--- config.mk ---
export PLATFORM = sky130hd
export DESIGN_NAME = npc_exu
export DESIGN_NICKNAME = d
export VERILOG_FILES = /design/src/logic/npc_pkg.sv /design/src/logic/npc_exu.sv
export SDC_FILE = /design/constraint.sdc
export NUM_CORES = 1
export LEC_CHECK = 0
export BUFFER_PORTS_ARGS = -buffer_cell sky130_fd_sc_hd__buf_2
export CAP_MARGIN = 20
export CORE_MARGIN = 3
export CORE_UTILIZATION = 35
export DETAILED_ROUTE_END_ITERATION = 6
export GPL_TIMING_DRIVEN = 0
export PLACE_DENSITY_LB_ADDON = 0.2
export SYNTH_ARGS = -nofsm -noshare
export SYNTH_HDL_FRONTEND = slang
export SYNTH_SLANG_ARGS = --single-unit
--- constraint.sdc ---
create_clock -name vclk -period 20.8
set_clock_uncertainty 0.15 [all_clocks]
set_input_delay 4.16 -clock vclk [all_inputs]
set_output_delay 4.16 -clock vclk [all_outputs]
set_load 0.01 [all_outputs]
--- src/logic/npc_pkg.sv ---
// shared sizes, encodings and records for the single-cycle rv64 core; RV64I subset only, no csr
package npc_pkg;

  localparam int unsigned XLEN        = 64;
  localparam logic [63:0] RESET_PC    = 64'h0;
  localparam int unsigned IMEM_WORDS  = 256;  // 32-bit words, index pc[9:2]
  localparam int unsigned DMEM_DWORDS = 256;  // doublewords, index addr[10:3]
  localparam logic [31:0] INST_EBREAK = 32'h0010_0073;

  // major opcodes, inst[6:0]
  typedef enum logic [6:0] {
    OPC_LUI    = 7'b0110111,
    OPC_AUIPC  = 7'b0010111,
    OPC_JAL    = 7'b1101111,
    OPC_JALR   = 7'b1100111,
    OPC_BRANCH = 7'b1100011,
    OPC_LOAD   = 7'b0000011,
    OPC_STORE  = 7'b0100011,
    OPC_OPIMM  = 7'b0010011,
    OPC_OP     = 7'b0110011,
    OPC_SYSTEM = 7'b1110011
  } opcode_e;

  typedef enum logic [2:0] {
    ALU_ADD,
    ALU_SUB,
    ALU_SLT,
    ALU_SLTU,
    ALU_XOR,
    ALU_OR,
    ALU_AND,
    ALU_PASSB  // lui
  } alu_op_e;

  typedef enum logic [3:0] {
    BR_NONE,
    BR_EQ,
    BR_NE,
    BR_LT,
    BR_GE,
    BR_LTU,
    BR_GEU,
    BR_JAL,
    BR_JALR
  } br_kind_e;

  typedef struct packed {
    alu_op_e  alu_op;
    logic     a_is_pc;   // operand a is pc, not rs1
    logic     b_is_imm;  // operand b is imm, not rs2
    br_kind_e br_kind;
    logic     rf_wen;
    logic     mem_rd;
    logic     mem_wr;
    logic     link;      // write back pc+4
    logic     halt;
  } ctrl_t;

  // all enables off, also used for unknown encodings
  localparam ctrl_t CTRL_NOP = '{
    alu_op:   ALU_ADD,
    a_is_pc:  1'b0,
    b_is_imm: 1'b0,
    br_kind:  BR_NONE,
    rf_wen:   1'b0,
    mem_rd:   1'b0,
    mem_wr:   1'b0,
    link:     1'b0,
    halt:     1'b0
  };

  // one retired instruction as seen from outside
  typedef struct packed {
    logic            valid;
    logic [XLEN-1:0] pc;
    logic [4:0]      rd;
    logic            rf_wen;
    logic [XLEN-1:0] wdata;
  } retire_t;

endpackage

--- src/logic/npc_exu.sv ---
// alu, branch decision and next pc; purely combinational
`timescale 1ns/1ps

module npc_exu import npc_pkg::*; (
  input  logic [XLEN-1:0] i_pc,
  input  logic [XLEN-1:0] i_rs1,
  input  logic [XLEN-1:0] i_rs2,
  input  logic [XLEN-1:0] i_imm,
  input  ctrl_t           i_ctrl,
  output logic [XLEN-1:0] o_result,
  output logic [XLEN-1:0] o_next_pc
);

  logic [XLEN-1:0] op_a;
  logic [XLEN-1:0] op_b;
  logic            eq;
  logic            lt;
  logic            ltu;
  logic            taken;
  logic [XLEN-1:0] pc_plus4;
  logic [XLEN-1:0] br_target;

  assign op_a = i_ctrl.a_is_pc  ? i_pc  : i_rs1;
  assign op_b = i_ctrl.b_is_imm ? i_imm : i_rs2;

  // compares shared by slt and branches, branches see rs1/rs2 here
  assign eq  = (op_a == op_b);
  assign lt  = ($signed(op_a) < $signed(op_b));
  assign ltu = (op_a < op_b);

  always_comb begin
    case (i_ctrl.alu_op)
      ALU_ADD:   o_result = op_a + op_b;
      ALU_SUB:   o_result = op_a - op_b;
      ALU_SLT:   o_result = {{(XLEN-1){1'b0}}, lt};
      ALU_SLTU:  o_result = {{(XLEN-1){1'b0}}, ltu};
      ALU_XOR:   o_result = op_a ^ op_b;
      ALU_OR:    o_result = op_a | op_b;
      ALU_AND:   o_result = op_a & op_b;
      ALU_PASSB: o_result = op_b;
      default:   o_result = op_a + op_b;
    endcase
  end

  always_comb begin
    case (i_ctrl.br_kind)
      BR_EQ:   taken = eq;
      BR_NE:   taken = !eq;
      BR_LT:   taken = lt;
      BR_GE:   taken = !lt;
      BR_LTU:  taken = ltu;
      BR_GEU:  taken = !ltu;
      BR_JAL:  taken = 1'b1;
      default: taken = 1'b0;  // jalr handled below
    endcase
  end

  assign pc_plus4  = i_pc + 64'd4;
  assign br_target = i_pc + i_imm;

  always_comb begin
    if (i_ctrl.br_kind == BR_JALR) begin
      o_next_pc = {o_result[XLEN-1:1], 1'b0};  // rs1+imm, bit 0 cleared
    end else if (taken) begin
      o_next_pc = br_target;
    end else begin
      o_next_pc = pc_plus4;
    end
  end

endmodule

==> flow_summary.toml <==
[outcome]
status = "finished with violations"
violations = "DRC"

[floorplanning]
fp.dieH_um = 238
rows = 84
coreArea_um2 = 52900
io_pins = 398
die_w_um = 238
die_area_um2 = 56500
initial_core_util = 0.355

[clock_network]
postCtsSetupBuffers = 0
postCtsHoldBufs = 0
cts_resized = 0

[timing]
hold_slack_ps = 8700
fin_setup_tns_ps = 0
post-route-min-period_ps = 17290
finalSetupViolCount = 0
worst_slew_pin_slew_ps = 1270
maxSlewHeadroom = 0.149
fmax_ghz = 0.0578
min_period_over_period = 0.831
hold_viol_final = 0
rsz0062_at_grt = "no"
final_max_slew_viol_count = 0

[yosys]
synth_area_leader_cell = "ha_1"
ys_seq_area_frac = 0
synthCells = 2963
syn_area_um2 = 18800
synth_top_area_share = 0.171
ys_types = 94
synth.area.top_cells = "ha_1 17%, a21oi_1 8.3%, mux2i_1 7.0%"
syn_nets = 3492
yosysWarnings = 0
avgSynthCellArea_um2 = 6.34

[route]
drc = 3
ant_nets = 0
vias = 26100
routed_wl_mm = 121
drtIter0Drc = 3595
wire_per_inst_um = 29.9
vias_per_cell = 6.44
firstDrtPassIters = 7

[finish]
syn2layout_area_growth_pct = 15.5
fillers = 5973
nNetsFinal = 3888
drive_gt1_frac = 0.145
nClkBuffers = 0
final_cells = 4051
multiInputGateArea_um2 = 17200
area.sequential_um2 = 0
seq_cell_count = 0

[global_route]
grt_pass1_vias = 23900
grt_use_met3 = 0.113
grt_max_degree = 11
grt_pass1_wl_mm = 168
grt_use_met1 = 0.532
grt_util_met2 = 0.604
grt_overflow = 0
grt_use_total = 0.402
top_usage_layer = "met2"
antenna_found_initial = 7

[worst_hold_path]
min_path_type = "in -> out"

[place]
gp_congestion = 1.07
dp.cells = 4044
hpwlAfterDp_mm = 101
io_buffers = 389

[critical_path]
worstPathRequired_ps = 16490
end_kind = "output port"
critPathKind = "in -> out"
critPathSlowestCell = "buf_1"
crit_fanout = 10
path_cells = "clkbuf_1 -> clkbuf_1 -> buf_2 -> buf_1 -> mux2i_1 -> ha_1 -> nor4_1 -> o21ai_0 -> a32oi_1 -> a41o_1 -> nand2_1 -> a211oi_1 -> o41ai_2 -> o21a_1 -> o21ai_0 -> a22o_1 -> xnor2_1 -> o21ai_0 -> o21a_1 -> buf_2"
crit_top_cell = "o21ai_0"
arrival_ps = 12980
crit_path_max_incr_delay_ps = 910
start_kind = "primary input"

[run]
cap_violations = 0
[through the flow]
stage,instance area (um2),utilization,setup slack (ps)
global route,21700,0.410,3540
floorplan,18800,-,7120
global placement,21600,0.408,3400
finish,21700,0.410,3510
detailed placement,21700,0.410,4000
CTS,21700,0.410,3950
[cell usage in the layout, fill, tap and decap left out, types with 12 or more instances in the layout]
master	instances
ha_1	256
nand4_1	47
nor2_1	261
xnor2_1	86
and3_1	22
nor4_1	29
nor3_1	48
o22ai_1	25
o21a_1	32
clkbuf_1	123
inv_1	210
a211oi_1	42
mux2i_1	132
buf_1	24
a21o_1	64
buf_2	416
nand2b_1	21
a31oi_1	34
a21oi_1	313
o211ai_1	73
xor2_1	65
nor2b_1	27
o21bai_1	42
o31a_1	12
o21ai_0	257
nand3_1	71
o31ai_1	31
and2_1	16
nand2_1	342
a221oi_1	20
a22oi_1	13
[cell families after synthesis]
kind of cell / share of synthesized area
xor gates and xnor gates: 0.0704
muxes: 0.0751
adders and majority gates: 0.174
AOI/OAI and AO/OA: 0.365
and+or+nand+nor: 0.231
buffers and inverters: 0.0843
[metal layers]
| layer | wire length (um) | vias up |
|---|---|---|
| met5 | 54 | - |
| met4 | 6480 | 10 |
| met3 | 16200 | 359 |
| met2 | 50300 | 1868 |
| met1 | 48000 | 12300 |
| li1 | - | 11500 |
[cell type report]
type	count	share of cell area
multi-input combinational	2564	0.793
buffer	183	0.0356
inverter	216	0.0374
timing repair buffer	394	0.0940
antenna	6	0.000692
tap	688	0.0397
[synthesized netlist by cell type, drive strengths merged (49+ instances only)]
library cell / instances
a21o: 64
clkbuf: 123
mux2i: 132
buf: 60
nor2: 261
ha: 256
nor3: 49
nand3: 71
a21oi: 314
nand2: 342
xnor2: 86
inv: 212
xor2: 65
o21ai: 267
o211ai: 75
[worst paths after layout]
kind,from,to,slack [ps],cells past startpoint
setup / recovery,i_ctrl[9],o_next_pc[50],3510,20
hold / removal,i_pc[0],o_next_pc[0],8700,4
[critical path: cells and delay by family]
family	cells	cell delay, ps
buffers and inverters	5	3380
xor gates and xnor gates	1	70
adders and majority gates	1	370
AOI/OAI and AO/OA	10	3460
muxes	1	630
and+or+nand+nor	2	850
